`config.mk`:
```
export PLATFORM = sky130hd
export DESIGN_NAME = tilemap_video
export DESIGN_NICKNAME = d
export VERILOG_FILES = /design/src/logic/gfx_pkg.sv /design/src/logic/video_timing_pkg.sv /design/src/logic/tilemap_video.sv /design/src/logic/layer_mixer.sv /design/src/logic/scroll_layer.sv /design/src/logic/char_layer.sv /design/src/logic/video_timer.sv
export SDC_FILE = /design/constraint.sdc
export NUM_CORES = 1
export LEC_CHECK = 0
export ABC_CLOCK_PERIOD_IN_PS = 5700
export BUFFER_PORTS_ARGS = -buffer_cell sky130_fd_sc_hd__buf_2
export CORE_MARGIN = 2
export CORE_UTILIZATION = 59
export CTS_CLUSTER_SIZE = 14
export DETAILED_ROUTE_END_ITERATION = 10
export PLACE_DENSITY = 0.74
export REMOVE_ABC_BUFFERS = 1
export SLEW_MARGIN = 0
export SYNTH_ARGS = -nofsm -noshare
export SYNTH_HDL_FRONTEND = slang
export SYNTH_HIERARCHICAL = 1
export SYNTH_SLANG_ARGS = --single-unit
```
`constraint.sdc`:
```
create_clock -name clk -period 5.7 [get_ports clk]
set_clock_uncertainty 0.1 [all_clocks]
set_input_delay 0.855 -clock clk [delete_from_list [all_inputs] [get_ports clk]]
set_output_delay 0.855 -clock clk [all_outputs]
set_load 0.01 [all_outputs]
```
`src/logic/gfx_pkg.sv`:
```
`default_nettype none

package gfx_pkg;

    localparam int H_ACTIVE  = 32;  // Visible pixels, maps sized to this
    localparam int V_ACTIVE  = 16;
    localparam int TILE_SIZE = 8;
    localparam int CHAR_COLS = 4;
    localparam int SCR_COLS  = 8;   // Twice the screen width, wraps
    localparam int MAP_ROWS  = 2;

    // One ROM word is a pattern row of 8 nibbles, pixel 0 in the low bits
    localparam int ROM_AW = 15;
    localparam int ROM_DW = 32;

    // CPU address map
    localparam int CPU_AW = 6;
    localparam logic [CPU_AW-1:0] CHAR_BASE   = 6'h00;
    localparam logic [CPU_AW-1:0] SCR_BASE    = 6'h10;
    localparam logic [CPU_AW-1:0] SCROLL_ADDR = 6'h20;

    localparam logic [3:0] PIX_TRANSPARENT = 4'd0;

    // CPU data word, either a tile map entry or a scroll position
    typedef union packed {
        struct packed {
            logic [3:0]  pal;
            logic [11:0] code;
        } tile;
        struct packed {
            logic [6:0] unused;
            logic [8:0] hpos;
        } scroll;
    } cpu_word_t;

endpackage

`default_nettype wire

```
`src/logic/video_timing_pkg.sv`:
```
`default_nettype none

package video_timing_pkg;

    // Beam timing defaults, in pixels and lines
    localparam int H_TOTAL_DEF  = 48;   // Pixels per line
    localparam int V_TOTAL_DEF  = 24;   // Lines per frame

    // Horizontal sync window
    localparam int HS_START_DEF = 36;
    localparam int HS_LEN_DEF   = 4;

    // Vertical sync window
    localparam int VS_START_DEF = 18;
    localparam int VS_LEN_DEF   = 2;

    // Beam counter widths
    localparam int HW = 6;
    localparam int VW = 6;

endpackage

`default_nettype wire
```
`src/logic/tilemap_video.sv`:
```
`timescale 1ns/1ps
`default_nettype none

module tilemap_video #(
    parameter int H_TOTAL  = video_timing_pkg::H_TOTAL_DEF,
    parameter int V_TOTAL  = video_timing_pkg::V_TOTAL_DEF,
    parameter int HS_START = video_timing_pkg::HS_START_DEF,
    parameter int HS_LEN   = video_timing_pkg::HS_LEN_DEF,
    parameter int VS_START = video_timing_pkg::VS_START_DEF,
    parameter int VS_LEN   = video_timing_pkg::VS_LEN_DEF
) (
    input  logic                            clk,
    input  logic                            reset,
    // CPU write port
    input  logic                            cpu_we,
    input  logic [gfx_pkg::CPU_AW-1:0]      cpu_addr,
    input  gfx_pkg::cpu_word_t              cpu_din,
    // Graphics ROMs
    output logic [gfx_pkg::ROM_AW-1:0]      char_rom_addr,
    input  logic [gfx_pkg::ROM_DW-1:0]      char_rom_data,
    output logic [gfx_pkg::ROM_AW-1:0]      scr_rom_addr,
    input  logic [gfx_pkg::ROM_DW-1:0]      scr_rom_data,
    input  logic [1:0]                      gfx_en,     // Bit 0 char, bit 1 scroll
    // Video out
    output logic [video_timing_pkg::HW-1:0] h,
    output logic [video_timing_pkg::VW-1:0] v,
    output logic                            lhbl,
    output logic                            lvbl,
    output logic                            hs,
    output logic                            vs,
    output logic                            lhbl_dly,
    output logic                            lvbl_dly,
    output logic [7:0]                      pxl_color
);

    logic [3:0] char_pix;
    logic [3:0] char_pal;
    logic [3:0] scr_pix;
    logic [3:0] scr_pal;

    video_timer #(
        .H_TOTAL  ( H_TOTAL  ),
        .V_TOTAL  ( V_TOTAL  ),
        .HS_START ( HS_START ),
        .HS_LEN   ( HS_LEN   ),
        .VS_START ( VS_START ),
        .VS_LEN   ( VS_LEN   )
    ) u_timer (
        .clk   ( clk   ),
        .reset ( reset ),
        .h     ( h     ),
        .v     ( v     ),
        .lhbl  ( lhbl  ),
        .lvbl  ( lvbl  ),
        .hs    ( hs    ),
        .vs    ( vs    )
    );

    char_layer u_char (
        .clk      ( clk           ),
        .reset    ( reset         ),
        .h        ( h             ),
        .v        ( v             ),
        .cpu_we   ( cpu_we        ),
        .cpu_addr ( cpu_addr      ),
        .cpu_din  ( cpu_din       ),
        .rom_addr ( char_rom_addr ),
        .rom_data ( char_rom_data ),
        .char_pix ( char_pix      ),
        .char_pal ( char_pal      )
    );

    scroll_layer u_scroll (
        .clk          ( clk          ),
        .reset        ( reset        ),
        .h            ( h            ),
        .v            ( v            ),
        .cpu_we       ( cpu_we       ),
        .cpu_addr     ( cpu_addr     ),
        .cpu_din      ( cpu_din      ),
        .scr_rom_addr ( scr_rom_addr ),
        .scr_rom_data ( scr_rom_data ),
        .scr_pix      ( scr_pix      ),
        .scr_pal      ( scr_pal      )
    );

    layer_mixer u_mixer (
        .clk       ( clk       ),
        .reset     ( reset     ),
        .lhbl      ( lhbl      ),
        .lvbl      ( lvbl      ),
        .char_pix  ( char_pix  ),
        .char_pal  ( char_pal  ),
        .scr_pix   ( scr_pix   ),
        .scr_pal   ( scr_pal   ),
        .gfx_en    ( gfx_en    ),
        .lhbl_dly  ( lhbl_dly  ),
        .lvbl_dly  ( lvbl_dly  ),
        .pxl_color ( pxl_color )
    );

endmodule

`default_nettype wire

```
`src/logic/layer_mixer.sv`:
```
`timescale 1ns/1ps
`default_nettype none

module layer_mixer (
    input  logic       clk,
    input  logic       reset,
    input  logic       lhbl,
    input  logic       lvbl,
    input  logic [3:0] char_pix,
    input  logic [3:0] char_pal,
    input  logic [3:0] scr_pix,
    input  logic [3:0] scr_pal,
    input  logic [1:0] gfx_en,
    output logic       lhbl_dly,
    output logic       lvbl_dly,
    output logic [7:0] pxl_color
);
    import gfx_pkg::*;

    // Three stages to meet the layer pixels
    logic [2:0] lhbl_sr;
    logic [2:0] lvbl_sr;
    logic       visible;

    assign visible = lhbl_sr[2] && lvbl_sr[2];

    always_ff @(posedge clk) begin
        if (reset) begin
            lhbl_sr   <= '0;
            lvbl_sr   <= '0;
            lhbl_dly  <= 1'b0;
            lvbl_dly  <= 1'b0;
            pxl_color <= '0;
        end else begin
            lhbl_sr  <= {lhbl_sr[1:0], lhbl};
            lvbl_sr  <= {lvbl_sr[1:0], lvbl};
            lhbl_dly <= lhbl_sr[2];
            lvbl_dly <= lvbl_sr[2];
            if (!visible) begin
                pxl_color <= '0;
            end else if (gfx_en[0] && (char_pix != PIX_TRANSPARENT)) begin
                pxl_color <= {char_pal, char_pix};      // Characters on top
            end else if (gfx_en[1]) begin
                pxl_color <= {scr_pal, scr_pix};
            end else begin
                pxl_color <= '0;
            end
        end
    end

    // No color leaks into blanking, four pixels behind the beam
    blank_is_black: assert property (@(posedge clk) disable iff (reset)
        !($past(lhbl, 4) && $past(lvbl, 4)) |-> (pxl_color == '0));

endmodule

`default_nettype wire

```
`src/logic/scroll_layer.sv`:
```
`timescale 1ns/1ps
`default_nettype none

module scroll_layer (
    input  logic                            clk,
    input  logic                            reset,
    input  logic [video_timing_pkg::HW-1:0] h,
    input  logic [video_timing_pkg::VW-1:0] v,
    input  logic                            cpu_we,
    input  logic [gfx_pkg::CPU_AW-1:0]      cpu_addr,
    input  gfx_pkg::cpu_word_t              cpu_din,
    output logic [gfx_pkg::ROM_AW-1:0]      scr_rom_addr,
    input  logic [gfx_pkg::ROM_DW-1:0]      scr_rom_data,
    output logic [3:0]                      scr_pix,
    output logic [3:0]                      scr_pal
);
    import gfx_pkg::*;

    localparam int TB    = $clog2(TILE_SIZE);
    localparam int RW    = $clog2(MAP_ROWS);
    localparam int MAP_N = SCR_COLS * MAP_ROWS;
    localparam int IW    = $clog2(MAP_N);
    localparam int XW    = $clog2(SCR_COLS * TILE_SIZE);  // Map width in pixels

    cpu_word_t scr_map [MAP_N];

    logic          scr_wr;
    logic          scroll_wr;
    logic [IW-1:0] wr_idx;
    logic [IW-1:0] rd_idx;
    logic          frame_start;

    logic [8:0]    scroll_pend;
    logic [8:0]    scroll_act;
    logic [8:0]    scroll_now;
    logic [XW-1:0] eff_x;

    cpu_word_t     s1_entry;
    logic [TB-1:0] s1_row;
    logic [TB-1:0] s1_px;
    logic [TB-1:0] s2_px;
    logic [3:0]    s2_pal;
    logic [TB-1:0] s3_px;
    logic [3:0]    s3_pal;

    assign scr_wr      = cpu_we && (cpu_addr[CPU_AW-1:IW] == SCR_BASE[CPU_AW-1:IW]);
    assign scroll_wr   = cpu_we && (cpu_addr == SCROLL_ADDR);
    assign wr_idx      = cpu_addr[IW-1:0];
    assign frame_start = (h == '0) && (v == '0);

    // The first pixel of a frame already sees the new position
    assign scroll_now = frame_start ? scroll_pend : scroll_act;
    assign eff_x      = h[XW-1:0] + scroll_now[XW-1:0];  // Wraps at 64
    assign rd_idx     = {v[TB +: RW], eff_x[XW-1:TB]};

    always_ff @(posedge clk) begin
        if (scr_wr) begin
            scr_map[wr_idx] <= cpu_din;
        end
    end

    // Scroll position, pending until frame start
    always_ff @(posedge clk) begin
        if (reset) begin
            scroll_pend <= '0;
            scroll_act  <= '0;
        end else begin
            if (scroll_wr) begin
                scroll_pend <= cpu_din.scroll.hpos;
            end
            if (frame_start) begin
                scroll_act <= scroll_pend;
            end
        end
    end

    // Stage 1, map lookup at the scrolled column
    always_ff @(posedge clk) begin
        s1_entry <= scr_map[rd_idx];
        s1_row   <= v[TB-1:0];
        s1_px    <= eff_x[TB-1:0];
    end

    // Stage 2
    always_ff @(posedge clk) begin
        scr_rom_addr <= {s1_entry.tile.code, s1_row};
        s2_px        <= s1_px;
        s2_pal       <= s1_entry.tile.pal;
    end

    // Stage 3
    always_ff @(posedge clk) begin
        s3_px  <= s2_px;
        s3_pal <= s2_pal;
    end

    assign scr_pix = scr_rom_data[{s3_px, 2'b00} +: 4];
    assign scr_pal = s3_pal;

    // Active offset moves only on a frame boundary
    scroll_frame_latch: assert property (@(posedge clk) disable iff (reset)
        !$stable(scroll_act) |-> $past(frame_start));

endmodule

`default_nettype wire

```
`src/logic/char_layer.sv`:
```
`timescale 1ns/1ps
`default_nettype none

module char_layer (
    input  logic                            clk,
    input  logic                            reset,
    input  logic [video_timing_pkg::HW-1:0] h,
    input  logic [video_timing_pkg::VW-1:0] v,
    input  logic                            cpu_we,
    input  logic [gfx_pkg::CPU_AW-1:0]      cpu_addr,
    input  gfx_pkg::cpu_word_t              cpu_din,
    output logic [gfx_pkg::ROM_AW-1:0]      rom_addr,
    input  logic [gfx_pkg::ROM_DW-1:0]      rom_data,
    output logic [3:0]                      char_pix,
    output logic [3:0]                      char_pal
);
    import gfx_pkg::*;

    localparam int TB    = $clog2(TILE_SIZE);   // Pixel bits within a tile
    localparam int CW    = $clog2(CHAR_COLS);
    localparam int RW    = $clog2(MAP_ROWS);
    localparam int MAP_N = CHAR_COLS * MAP_ROWS;
    localparam int IW    = $clog2(MAP_N);

    cpu_word_t char_map [MAP_N];

    logic          char_wr;
    logic [IW-1:0] wr_idx;
    logic [IW-1:0] rd_idx;

    // Pipeline registers
    cpu_word_t     s1_entry;
    logic [TB-1:0] s1_row;
    logic [TB-1:0] s1_px;
    logic [TB-1:0] s2_px;
    logic [3:0]    s2_pal;
    logic [TB-1:0] s3_px;
    logic [3:0]    s3_pal;

    // Claim 0x00-0x07 only
    assign char_wr = cpu_we && (cpu_addr[CPU_AW-1:IW] == CHAR_BASE[CPU_AW-1:IW]);
    assign wr_idx  = cpu_addr[IW-1:0];
    assign rd_idx  = {v[TB +: RW], h[TB +: CW]};    // Row major, 4 tiles per row

    always_ff @(posedge clk) begin
        if (char_wr) begin
            char_map[wr_idx] <= cpu_din;
        end
    end

    // Stage 1, map lookup
    always_ff @(posedge clk) begin
        s1_entry <= char_map[rd_idx];
        s1_row   <= v[TB-1:0];
        s1_px    <= h[TB-1:0];
    end

    // Stage 2, ROM address out
    always_ff @(posedge clk) begin
        rom_addr <= {s1_entry.tile.code, s1_row};
        s2_px    <= s1_px;
        s2_pal   <= s1_entry.tile.pal;
    end

    // Stage 3 lines up with the ROM data
    always_ff @(posedge clk) begin
        s3_px  <= s2_px;
        s3_pal <= s2_pal;
    end

    assign char_pix = rom_data[{s3_px, 2'b00} +: 4];   // Nibble x is pixel x
    assign char_pal = s3_pal;

    // Writes below the scroll map land inside the character map
    char_wr_in_map: assert property (@(posedge clk) disable iff (reset)
        (cpu_we && (cpu_addr < SCR_BASE)) |-> ((cpu_addr - CHAR_BASE) < CPU_AW'(MAP_N)));

endmodule

`default_nettype wire

```
`src/logic/video_timer.sv`:
```
`timescale 1ns/1ps
`default_nettype none

module video_timer #(
    parameter int H_TOTAL  = video_timing_pkg::H_TOTAL_DEF,
    parameter int V_TOTAL  = video_timing_pkg::V_TOTAL_DEF,
    parameter int HS_START = video_timing_pkg::HS_START_DEF,
    parameter int HS_LEN   = video_timing_pkg::HS_LEN_DEF,
    parameter int VS_START = video_timing_pkg::VS_START_DEF,
    parameter int VS_LEN   = video_timing_pkg::VS_LEN_DEF
) (
    input  logic                            clk,
    input  logic                            reset,
    output logic [video_timing_pkg::HW-1:0] h,
    output logic [video_timing_pkg::VW-1:0] v,
    output logic                            lhbl,
    output logic                            lvbl,
    output logic                            hs,
    output logic                            vs
);
    import video_timing_pkg::*;
    import gfx_pkg::*;

    logic [HW-1:0] h_nxt;
    logic [VW-1:0] v_nxt;

    // Next beam position
    always_comb begin
        h_nxt = h + 1'b1;
        v_nxt = v;
        if (h == HW'(H_TOTAL - 1)) begin
            h_nxt = '0;
            v_nxt = (v == VW'(V_TOTAL - 1)) ? '0 : v + 1'b1;
        end
    end

    // Blanking and sync are built from the next count so they line up with h and v
    always_ff @(posedge clk) begin
        if (reset) begin
            h    <= '0;
            v    <= '0;
            lhbl <= 1'b1;   // h = 0 is visible
            lvbl <= 1'b1;
            hs   <= 1'b0;
            vs   <= 1'b0;
        end else begin
            h    <= h_nxt;
            v    <= v_nxt;
            lhbl <= h_nxt < HW'(H_ACTIVE);
            lvbl <= v_nxt < VW'(V_ACTIVE);
            hs   <= (h_nxt >= HW'(HS_START)) && (h_nxt < HW'(HS_START + HS_LEN));
            vs   <= (v_nxt >= VW'(VS_START)) && (v_nxt < VW'(VS_START + VS_LEN));
        end
    end

    // Beam never leaves the frame
    beam_in_frame: assert property (@(posedge clk) disable iff (reset)
        (h < HW'(H_TOTAL)) && (v < VW'(V_TOTAL)));

endmodule

`default_nettype wire

```
==> results of run 1 <==
## worst reg2reg max path, stage by stage, from the launching register on
cell,delay [ns]
sky130_fd_sc_hd__dfxtp_1,0.40
sky130_fd_sc_hd__nor4_1,0.39
sky130_fd_sc_hd__nand3_2,0.26
sky130_fd_sc_hd__mux2_2,0.30
sky130_fd_sc_hd__ha_1,0.15
sky130_fd_sc_hd__inv_1,0.06
sky130_fd_sc_hd__fa_1,0.42
sky130_fd_sc_hd__nand2b_1,0.18
sky130_fd_sc_hd__a21oi_2,0.22
sky130_fd_sc_hd__xor2_4,0.18
sky130_fd_sc_hd__buf_12,0.39
sky130_fd_sc_hd__mux4_1,0.74
sky130_fd_sc_hd__mux4_2,0.50
## sequential cells by signal, summed over array words and instances, names as in the netlist, 4 cells and up
register               cells
u_timer/v                  6
u_char/char_map          128
u_scroll/scroll_pend       6
u_scroll/s1_entry         16
u_char/rom_addr           15
u_scroll/scr_map         256
u_char/s2_pal              4
u_scroll/s2_pal            4
u_scroll/scr_rom_addr     15
u_mixer/pxl_color          8
u_char/s1_entry           16
u_char/char_pal            4
u_scroll/scr_pal           4
u_scroll/scroll_act        6
u_timer/h                  6
## placed cells by master, fill, tap and decap left out, types with 4 or more instances in the layout
| master | instances |
|---|---|
| sky130_fd_sc_hd__edfxtp_1 | 384 |
| sky130_fd_sc_hd__buf_2 | 146 |
| sky130_fd_sc_hd__dfxtp_1 | 144 |
| sky130_fd_sc_hd__mux4_2 | 64 |
| sky130_fd_sc_hd__mux4_1 | 64 |
| sky130_fd_sc_hd__clkbuf_16 | 53 |
| sky130_fd_sc_hd__nor2_1 | 34 |
| sky130_fd_sc_hd__mux2_2 | 28 |
| sky130_fd_sc_hd__buf_4 | 25 |
| sky130_fd_sc_hd__nand2_1 | 21 |
| sky130_fd_sc_hd__nor2b_1 | 16 |
| sky130_fd_sc_hd__clkbuf_1 | 14 |
| sky130_fd_sc_hd__nand3_1 | 12 |
| sky130_fd_sc_hd__a21oi_1 | 11 |
| sky130_fd_sc_hd__clkinv_2 | 9 |
| sky130_fd_sc_hd__mux2i_1 | 9 |
| sky130_fd_sc_hd__ha_1 | 9 |
| sky130_fd_sc_hd__clkinv_1 | 7 |
| sky130_fd_sc_hd__inv_1 | 7 |
| sky130_fd_sc_hd__nand2b_1 | 7 |
| sky130_fd_sc_hd__nor3_2 | 6 |
| sky130_fd_sc_hd__clkbuf_8 | 5 |
| sky130_fd_sc_hd__nor3_4 | 4 |
| sky130_fd_sc_hd__xnor2_1 | 4 |
| sky130_fd_sc_hd__o21ai_0 | 4 |
| sky130_fd_sc_hd__nor3_1 | 4 |
## logic make-up after synthesis
group,Yosys count,synth area share (%)
buffers and inverters,43,1.400
and+or+nand+nor,126,3.362
adders and majority gates,10,0.6840
AOI/OAI and AO/OA,33,1.271
muxes,165,18.20
DFF,530,74.54
xor gates and xnor gates,10,0.5484
## path summary, 6_finish.rpt
| check | from | end | slack, ns | depth (start not counted) |
|---|---|---|---|---|
| max | u_timer/h[0] | u_scroll/s1_entry[5] | 1.28 | 12 |
| min | u_scroll/s1_entry[1] | u_scroll/scr_rom_addr[4] | 0.23 | 0 |
| max reg2reg | u_timer/h[0] | u_scroll/s1_entry[5] | 1.28 | 12 |
| min reg2reg | u_scroll/s1_entry[1] | u_scroll/scr_rom_addr[4] | 0.23 | 0 |
## metal layers
metal / vias up / GRT usage (%)
li1: 4140 / -
met1: 4937 / 30.89
met2: 454 / 40.31
met3: 90 / 3.421
met4: 0 / 7.111
met5: - / 0
## power groups by stage
stage          combinational, mW  clock (mW)  sequential [mW]
2_1_floorplan             0.0884           0             4.27
3_3_place_gp               0.194           0             4.27
5_1_grt                    0.217        3.44             4.19
4_1_cts                    0.203        3.30             4.19
3_5_place_dp               0.201           0             4.27
6_report                   0.201        3.23             4.19
## through the flow
| step | power [mW] | utilization [%] |
|---|---|---|
| finish | 7.627 | 68.93 |
| floorplan | 4.359 | - |
| global placement | 4.466 | 63.95 |
| global route | 7.847 | 68.93 |
| CTS | 7.692 | 68.93 |
| detailed placement | 4.476 | 63.95 |
## layout make-up
| class | count | area share [%] |
|---|---|---|
| multi-input combinational | 344 | 21.37 |
| timing repair buffer | 172 | 4.195 |
| clock buffer | 72 | 6.471 |
| sequential | 530 | 64.62 |
| tap | 442 | 2.472 |
| inverter | 7 | 0.1175 |
| clock inverter | 20 | 0.7551 |
==> parameters.txt, run 1 <==
Parameter                              Value

Setup path
  CP max stage cell    sky130_fd_sc_hd__mux4_1
  Stage delay of the slowest cell on the critical path    0.66 ns
  Startpoint-to-endpoint class of the critical path    flip-flop to flip-flop
  Arrival time at the worst endpoint    4.75 ns
  Data required time of the critical path    6.03 ns
  Kind of cell adding the most delay to the critical path    multiplexers
  Cell breakdown of the critical path    nor4_1 -> nand3_2 -> mux2_2 -> ha_1 -> inv_1 -> fa_1 -> nand2b_1 -> a21oi_2 -> xor2_4 -> buf_12 -> mux4_1 -> mux4_2
  Buffers & Inverters on Critical Path    2
  Critical Path Start Type    flip-flop
  Largest fanout on the critical path    64
  Kind of end point of the critical path    flip-flop

Global route
  Largest net degree at the start of global routing    65
  Overall fraction of global-route tracks in use    23.29%
  Number of global-route vias before repair    between 9000 and 10000
  Congestion Overflow GR    0
  Global-route wire length before repair    between 50 and 60 mm
  Initial antenna violation count    0

STA
  Setup tns final    0 ns
  Final count of negative-setup-slack endpoints    0
  Max-slew violation total from the final report    0
  Final critical-path share of the clock period    around 78%
  Max_slew headroom    between 20% and 30%
  Time the worst path needs with I/O delays and setup    between 4 and 5 ns
  Transition at the pin with the smallest max-transition slack    1.148 ns
  Final Worst Setup Slack    ~1.3 ns
  Setup repair after global routing missed its margin    false
  Achievable frequency    226.0 MHz
  Hold_ws    0.2251 ns
  Fin. Hold Viols    0

Detailed routing
  Detailed-routed wire length on met2    20.23 mm
  Via Count    9621
  Number of remaining DRC errors    0
  Drt pass-1 iters    5
  Metal3 WL    about 2.6 mm
  Metal1 wirelength    15.63 mm
  Max layer used    met4
  Overall routed net length    about 40 mm
  WL/cell    24.89 um
  Remaining antenna violation count    0
  Initial DRC count    around 900
  Number of vias per cell after detailed routing    6.062

Synthesis
  Synth area leaders    sky130_fd_sc_hd__edfxtp_1 (59%), sky130_fd_sc_hd__dfxtp_1 (15%), sky130_fd_sc_hd__mux4_1 (8.7%)
  Proportion of synthesized chip area in sequential cells    74.54%
  Instance count of the mapped netlist    just over 900
  Register bit total from synthesis    530
  Synth warn    6
  Cell type with the highest aggregate area in the netlist    sky130_fd_sc_hd__edfxtp_1
  Most instantiated library cell after synthesis    sky130_fd_sc_hd__edfxtp_1
  Number of flops mapped to enable cells by yosys    384
  Most numerous cell types in the synthesized netlist    sky130_fd_sc_hd__edfxtp_1 (384), sky130_fd_sc_hd__dfxtp_1 (146), sky130_fd_sc_hd__mux4_1 (64), sky130_fd_sc_hd__mux4_2 (64), sky130_fd_sc_hd__nor2_1 (34)
  Mean area per synthesized cell    21.15 um^2
  Distinct cells, synth    55
  Area share of the largest cell type after synthesis    59.47%
  Synth async-reset ratio    0%
  Post-synthesis instance area    0.01939 mm^2
  Top_reg_cell synth    sky130_fd_sc_hd__edfxtp_1

Clock network
  Clock Root Buffer    sky130_fd_sc_hd__clkbuf_16
  Deepest level of the CTS H-tree    2
  Number of sinks driven by the clock tree    530
  Number of gates resized after CTS    0
  Clock latency at the later pin of the worst-skew pair    between 0.5 and 0.6 ns
  Max Buffers Root-to-Sink    3
  Clock tree from TritonCTS    built
  Post-CTS setup buffer count    0
  Cts-stage hold buffer count    0
  TritonCTS buffer count    50
  Worst-path clk slew    0.06 ns

Power and ir drop
  Share of total power consumed by net switching    between 15 and 20%
  Power dissipated by switching net loads    approximately 1.5 mW
  Relative contribution of combinational cells to total power    2.6%
  Clock group share of total power    between 40% and 50%
  Internal power of the cells    6.150 mW
  Total power divided by cell area    341.0 mW/mm^2
  Leakage power figure    around 7.7 nW
  Worst-case vdd ir drop    0.0002487 V
  Flop pwr share    55.0%

Final layout
  Final #Nets    1206
  Non-Filler Cell Area, Final    0.02237 mm^2
  Fillcell total    1972
  Synth-to-layout area growth    15.36%
  Register Area    0.01446 mm^2
  Count of placed standard cells in the final layout, fillers left out    1587
  Inserted Diodes    0
  Area of the multi-input gates    approximately 0.0048 mm^2
  Layout cell share with drive strength beyond 1    around a third

Place
  Gp weighted congestion    0.7796
  Dpl cell area    0.02075 mm^2
  Setup Slack @ Placement    1.325 ns
  Placed wire-length estimate after detailed placement    ~21 mm
  Placed cells    around 1500
  IO Port Bufs    146

Job
  Number of maximum-capacitance violations    0

Floorplan
  Die boundary height    185.3 um
  Core region area    0.03245 mm^2
  Die W    185.3 um
  Die footprint    between 0.03 and 0.04 mm^2
  Starting density of the core    59.75%
  FP Rows    66
  I/O pin count    147

Worst hold path
  Worst hold path class    flip-flop to flip-flop

Outcome
  Run status    finished clean
Power figures use the tool's default switching activity.
==> inputs of run 2 (changes only) <==
--- a/config.mk
+++ b/config.mk
@@ -5,7 +5,7 @@
 export SDC_FILE = /design/constraint.sdc
 export NUM_CORES = 1
 export LEC_CHECK = 0
-export ABC_CLOCK_PERIOD_IN_PS = 5700
+export ABC_CLOCK_PERIOD_IN_PS = 4100
 export BUFFER_PORTS_ARGS = -buffer_cell sky130_fd_sc_hd__buf_2
 export CORE_MARGIN = 2
 export CORE_UTILIZATION = 59
==> constraint.sdc (replaced) <==
create_clock -name clk -period 4.1 [get_ports clk]
set_clock_uncertainty 0.1 [all_clocks]
set_input_delay 0.615 -clock clk [delete_from_list [all_inputs] [get_ports clk]]
set_output_delay 0.615 -clock clk [all_outputs]
set_load 0.01 [all_outputs]
==> run 2 against run 1 <==
  * Clock power is 45% higher
  * Wire length shrank 1.4%
  * Combinational power is 43% higher
  * Critical path depth is 1 higher
  * Register-to-register slack worse by 1.1 ns
  * Design area rose by 1.4%
  * Sequential share of layout area decreased by 0.92 points
  * Utilization grew 1.0 points
  * Highest routed layer unchanged
==> parameters.txt, run 2 (same netlist as run 1, synthesis figures left out) <==
Parameter                              Value

Floorplan
  Starting density of the core    59.75%
  Die boundary height    roughly 190 um
  Core region area    approximately 0.032 mm^2
  FP Rows    66
  Die W    roughly 190 um
  I/O pin count    roughly 150
  Die footprint    0.03433 mm^2

Final layout
  Registers with the most flip-flops    u_scroll/scr_map: 256 flops, u_char/char_map: 128 flops
  Count of placed standard cells in the final layout, fillers left out    1618
  Most frequent cells in the layout    sky130_fd_sc_hd__edfxtp_1 (384), sky130_fd_sc_hd__buf_2 (146), sky130_fd_sc_hd__dfxtp_1 (144), sky130_fd_sc_hd__mux4_2 (64), sky130_fd_sc_hd__mux4_1 (64)
  Fillcell total    1988
  Flip-flop count of the largest register after layout    256
  Most flops, register    u_scroll/scr_map
  Inserted Diodes    0
  Final #Nets    1234
  Most common cell after layout, fill and taps aside    sky130_fd_sc_hd__edfxtp_1
  Layout cell share with drive strength beyond 1    34.01%
  Synth-to-layout area growth    17.03%
  Non-Filler Cell Area, Final    roughly 0.023 mm^2

Setup path
  CP most frequent cell    sky130_fd_sc_hd__buf_12
  Stage delay of the slowest cell on the critical path    0.59 ns
  Kind of end point of the critical path    flip-flop
  Worst R2R Setup Slack    0.18 ns
  Arrival time at the worst endpoint    4.26 ns
  Startpoint-to-endpoint class of the critical path    flip-flop to flip-flop
  Cell breakdown of the critical path    nor4_1 -> nand3_2 -> mux2_2 -> ha_1 -> inv_1 -> fa_1 -> nand2b_1 -> a21oi_2 -> xor2_4 -> buf_12 -> buf_12 -> mux4_1 -> mux4_2
  CP max stage cell    sky130_fd_sc_hd__mux4_1
  Data required time of the critical path    roughly 4.4 ns
  Critical Path Start Type    flip-flop
  Largest fanout on the critical path    21
  Worst reg2reg startpoint    u_timer/h[0]
  Critical path origin    u_timer/h[0]

Clock network
  Worst-path clk slew    0.06 ns
  TritonCTS buffer count    51
  Number of sinks driven by the clock tree    530
  Clock Root Buffer    sky130_fd_sc_hd__clkbuf_16
  Cts-stage hold buffer count    0
  Deepest level of the CTS H-tree    2
  Clock latency at the later pin of the worst-skew pair    0.56 ns
  Max Buffers Root-to-Sink    3
  Clock tree from TritonCTS    built

STA
  Transition at the pin with the smallest max-transition slack    0.9197 ns
  Fin. Hold Viols    0
  Final critical-path share of the clock period    95.65%
  Max_slew headroom    between 30% and 40%
  Max-slew violation total from the final report    0
  Achievable frequency    255.0 MHz
  Time the worst path needs with I/O delays and setup    3.922 ns
  Final count of negative-setup-slack endpoints    0

Global route
  Largest net degree at the start of global routing    between 60 and 70
  Initial antenna violation count    0
  Number of global-route vias before repair    9535
  Overall fraction of global-route tracks in use    22.77%
  Global-route wire length before repair    between 50 and 60 mm
  Congestion Overflow GR    0

Power and ir drop
  Total power divided by cell area    475.2 mW/mm^2
  Leakage power figure    approximately 7.8 nW
  Worst-case vdd ir drop    between 0.0003 and 0.0004 V

Worst hold path
  Hold path startpoint    u_scroll/s2_pal[0]
  Worst hold path class    flip-flop to flip-flop

Detailed routing
  Overall routed net length    a little under 40 mm
  WL/cell    24.06 um
  Number of vias per cell after detailed routing    5.946
  Via Count    ~9600
  Number of remaining DRC errors    0
  Remaining antenna violation count    0
  Initial DRC count    910
  Drt pass-1 iters    5

Place
  Gp weighted congestion    0.7767
  IO Port Bufs    146
  Placed cells    1521
  Placed wire-length estimate after detailed placement    22.01 mm
  Dpl cell area    0.02096 mm^2

Outcome
  Run status    finished clean

Job
  Number of maximum-capacitance violations    0
==> run 2: cell types whose count changed in the layout (fill, tap and decap cells not counted), sizes merged <==
cell      before  now
clkbuf        72   62
inv            7   10
bufinv         3    6
clkinvlp       1    3
clkinv        16   22
buf          172  199
==> run 2: layer usage <==
metal | routed length [um] | GRT usage [%] | vias up
met3 | 2956 | 4.227 | 65
met4 | 778 | 6.254 | 0
met5 | 0 | 0 | -
met2 | 19790 | 39.10 | 453
li1 | - | - | 4211
met1 | 15410 | 30.18 | 4891
==> run 2: power breakdown <==
part           internal (mW)  total (mW)  switching [mW]
combinational          0.126       0.288           0.162
clock                   2.76        4.67            1.92
sequential              5.80        5.82          0.0271
==> run 2: timing repair <==
action                     CTS  global route
buffers inserted             0             1
setup endpoints to repair    0            16
resized for setup            0             2
==> run 2: layout make-up <==
| type | count | area (um^2) | area share (%) |
|---|---|---|---|
| Inverter | 7 | 26.28 | 0.1158 |
| Tap cell | 442 | 553.0 | 2.437 |
| Multi-Input combinational cell | 344 | 4770 | 21.02 |
| Clock buffer | 62 | 1369 | 6.032 |
| Clock inverter | 34 | 329.1 | 1.450 |
| Timing Repair Buffer | 199 | 1191 | 5.249 |
| Sequential cell | 530 | 14460 | 63.70 |
==> run 2: path summary, 6_finish.rpt <==
path | end | depth (start not counted)
worst max register to register | u_scroll/s1_entry[10] | 13
worst max-delay path | u_scroll/s1_entry[10] | 13
worst min-delay path | u_scroll/scr_pal[0] | 0
worst min register to register | u_scroll/scr_pal[0] | 0
==> run 2: through the flow <==
stage	setup TNS [ns]	utilization (%)	total power, mW	worst slack (ns)	hold slack [ns]
3_5_place_dp	0	64.59	6.228	0.07783	0.2121
5_1_grt	-0.02000	69.93	11.12	-0.02000	0.2282
4_1_cts	0	69.82	10.87	0.03446	0.2232
2_1_floorplan	-41.83	-	6.061	-2.614	0.2096
3_3_place_gp	0	64.59	6.216	0.08678	0.2100
6_report	0	69.93	10.79	0.1783	0.2235
==> run 2: critical path: cells and delay by family (launching register included) <==
family,cells,cell delay (ns)
flops,1,0.31
simple gates,3,0.63
fa+ha+maj,2,0.57
compound gates,1,0.23
buf+inv,3,0.41
mux,3,1.34
xor+xnor,1,0.19
==> inputs of run 3 (changes only) <==
--- a/config.mk
+++ b/config.mk
@@ -11,7 +11,7 @@
 export CORE_UTILIZATION = 59
 export CTS_CLUSTER_SIZE = 14
 export DETAILED_ROUTE_END_ITERATION = 10
-export PLACE_DENSITY = 0.74
+export PLACE_DENSITY = 0.78
 export REMOVE_ABC_BUFFERS = 1
 export SLEW_MARGIN = 0
 export SYNTH_ARGS = -nofsm -noshare
==> run 3 against run 2 <==
  * Sequential share of layout area about the same
  * Largest cell class unchanged
  * Combinational power barely moved
  * Hold slack lost 0.00085 ns
==> parameters.txt, run 3 (same netlist as run 1, synthesis figures left out) <==
Parameter                              Value

Clock network
  Cts-stage hold buffer count    0
  Clock Root Buffer    sky130_fd_sc_hd__clkbuf_16
  Number of sinks driven by the clock tree    530
  Max Buffers Root-to-Sink    3
  Deepest level of the CTS H-tree    2
  Worst-path clk slew    0.07 ns
  TritonCTS buffer count    50
  Clock latency at the later pin of the worst-skew pair    0.56 ns
  Clock tree from TritonCTS    built

Place
  Setup Slack @ Placement    -0.02087 ns
  IO Port Bufs    146
  Placed cells    roughly 1500
  Placed wire-length estimate after detailed placement    21.44 mm
  Gp weighted congestion    around 0.77

Floorplan
  I/O pin count    147
  Die boundary height    between 150 and 200 um
  Starting density of the core    59.75%
  Die W    185.3 um
  Core region area    0.03245 mm^2
  Die footprint    around 0.034 mm^2
  FP Rows    66

Global route
  Congestion Overflow GR    0
  Number of global-route vias before repair    9594
  Global-route wire length before repair    58.06 mm
  Initial antenna violation count    0
  Largest net degree at the start of global routing    65
  Overall fraction of global-route tracks in use    23.28%

Final layout
  Layout cell share with drive strength beyond 1    33.99%
  Most flops, register    u_scroll/scr_map
  Flip-flop count of the largest register after layout    between 200 and 300
  Synth-to-layout area growth    17.06%
  Inserted Diodes    0
  Registers with the most flip-flops    u_scroll/scr_map: 256 flops, u_char/char_map: 128 flops
  Final #Nets    roughly 1200
  Most common cell after layout, fill and taps aside    sky130_fd_sc_hd__edfxtp_1
  Count of placed standard cells in the final layout, fillers left out    around 1600
  Most frequent cells in the layout    sky130_fd_sc_hd__edfxtp_1 (384), sky130_fd_sc_hd__buf_2 (146), sky130_fd_sc_hd__dfxtp_1 (144), sky130_fd_sc_hd__mux4_2 (64), sky130_fd_sc_hd__mux4_1 (64)

Power and ir drop
  Power dissipated by switching net loads    2.087 mW
  Clock group share of total power    43.5%
  Relative contribution of combinational cells to total power    2.7%
  Total power divided by cell area    476.5 mW/mm^2
  Internal power of the cells    8.729 mW
  Leakage power figure    about 7.8 nW
  Share of total power consumed by net switching    19.30%
  Flop pwr share    between 50% and 60%
  Worst-case vdd ir drop    roughly 0.00038 V

STA
  Achievable frequency    255.8 MHz
  Transition at the pin with the smallest max-transition slack    0.9110 ns
  Max-slew violation total from the final report    0
  Time the worst path needs with I/O delays and setup    3.910 ns
  Final critical-path share of the clock period    95.37%
  Hold_ws    0.2227 ns
  Final count of negative-setup-slack endpoints    0
  Max_slew headroom    39.27%
  Setup repair after global routing missed its margin    false
  Final Worst Setup Slack    0.1900 ns
  Fin. Hold Viols    0

Detailed routing
  Overall routed net length    39.77 mm
  Via Count    just under 10000
  Number of remaining DRC errors    0
  Remaining antenna violation count    0
  Initial DRC count    842
  Number of vias per cell after detailed routing    5.955
  Drt pass-1 iters    5
  WL/cell    24.66 um

Setup path
  Data required time of the critical path    4.43 ns
  CP max stage cell    sky130_fd_sc_hd__mux4_1
  Startpoint-to-endpoint class of the critical path    flip-flop to flip-flop
  Arrival time at the worst endpoint    approximately 4.2 ns
  Endpoint of the worst-slack reg-to-reg timing path    u_scroll/s1_entry[7]
  Stage delay of the slowest cell on the critical path    0.58 ns
  Kind of end point of the critical path    flip-flop
  Kind of cell adding the most delay to the critical path    multiplexers
  Largest fanout on the critical path    9
  Critical Path Start Type    flip-flop
  Worst R2R Setup Slack    roughly 0.19 ns
  Cell breakdown of the critical path    nor4_2 -> nand3_2 -> mux2_2 -> ha_1 -> inv_1 -> fa_1 -> nand2b_1 -> a21oi_4 -> xor2_4 -> buf_12 -> buf_4 -> mux4_1 -> mux4_2
  Length in cells of the worst reg-to-reg path    13
  Buffers & Inverters on Critical Path    3
  Worst reg2reg startpoint    u_timer/h[2]

Worst hold path
  Hold endpoint    u_scroll/scr_pal[2]
  Worst hold path class    flip-flop to flip-flop
  Hold Path Depth    0
  Hold path startpoint    u_scroll/s2_pal[2]

Job
  Number of maximum-capacitance violations    0

Outcome
  Run status    finished clean
run 3: changes by cell type in the layout (fill, tap and decap cells not counted), sizes merged:
cell / previous run / this run
bufinv: 6 / 5
clkinvlp: 3 / 1
clkinv: 22 / 15
inv: 10 / 8
buf: 199 / 196
clkbuf: 62 / 72
run 3: area by class of cell:
| type | count | area, um^2 |
|---|---|---|
| fill | 1995 | 9754 |
| inverter | 7 | 26.28 |
| timing repair buffer | 196 | 1169 |
| tap | 442 | 553.0 |
| clock buffer | 72 | 1465 |
| clock inverter | 22 | 261.5 |
| sequential | 530 | 14460 |
| multi-input combinational | 344 | 4768 |
run 3: worst max-delay path by stage:
stage                       startpoint                    to  slack, ns  cells past startpoint
after detailed placement  u_timer/h[2]  u_scroll/s1_entry[8]      -0.02                     12
after floorplan           u_timer/v[3]  u_scroll/s1_entry[0]      -2.61                      9
after global routing      u_timer/v[0]  u_scroll/s1_entry[7]      0.003                     13
after global placement    u_timer/h[2]  u_scroll/s1_entry[8]       0.05                     12
after CTS                 u_timer/h[2]  u_scroll/s1_entry[7]       0.10                     13
final                     u_timer/h[2]  u_scroll/s1_entry[7]       0.19                     13
run 3: power by group through the flow:
stage,sequential [mW],combinational (mW),clock (mW)
final,5.82,0.290,4.70
after global placement,5.93,0.279,0
after floorplan,5.94,0.123,0
after detailed placement,5.94,0.289,0
after CTS,5.82,0.292,4.78
after global routing,5.83,0.314,4.99
run 3: what timing repair did:
action                                  4_1_cts  5_1_grt
buffers inserted                              1        0
endpoints found under the setup margin        3       11
gates resized for setup                       0        2
cloned                                        0        0
run 3: layer usage:
| layer | GRT usage (%) | wire (um) |
|---|---|---|
| met2 | 41.13 | 20740 |
| met3 | 4.345 | 2994 |
| met1 | 29.75 | 15240 |
| met5 | 0 | 0 |
| met4 | 6.317 | 808 |
run 3: stage by stage:
stage | cell area (um^2) | util [%] | setup TNS [ns] | power, mW
detailed placement | 20940 | 64.52 | -0.03230 | 6.226
global placement | 20940 | 64.52 | 0 | 6.214
CTS | 22690 | 69.90 | 0 | 10.89
finish | 22700 | 69.94 | 0 | 10.82
floorplan | 19150 | - | -41.83 | 6.061
global route | 22700 | 69.94 | 0 | 11.13
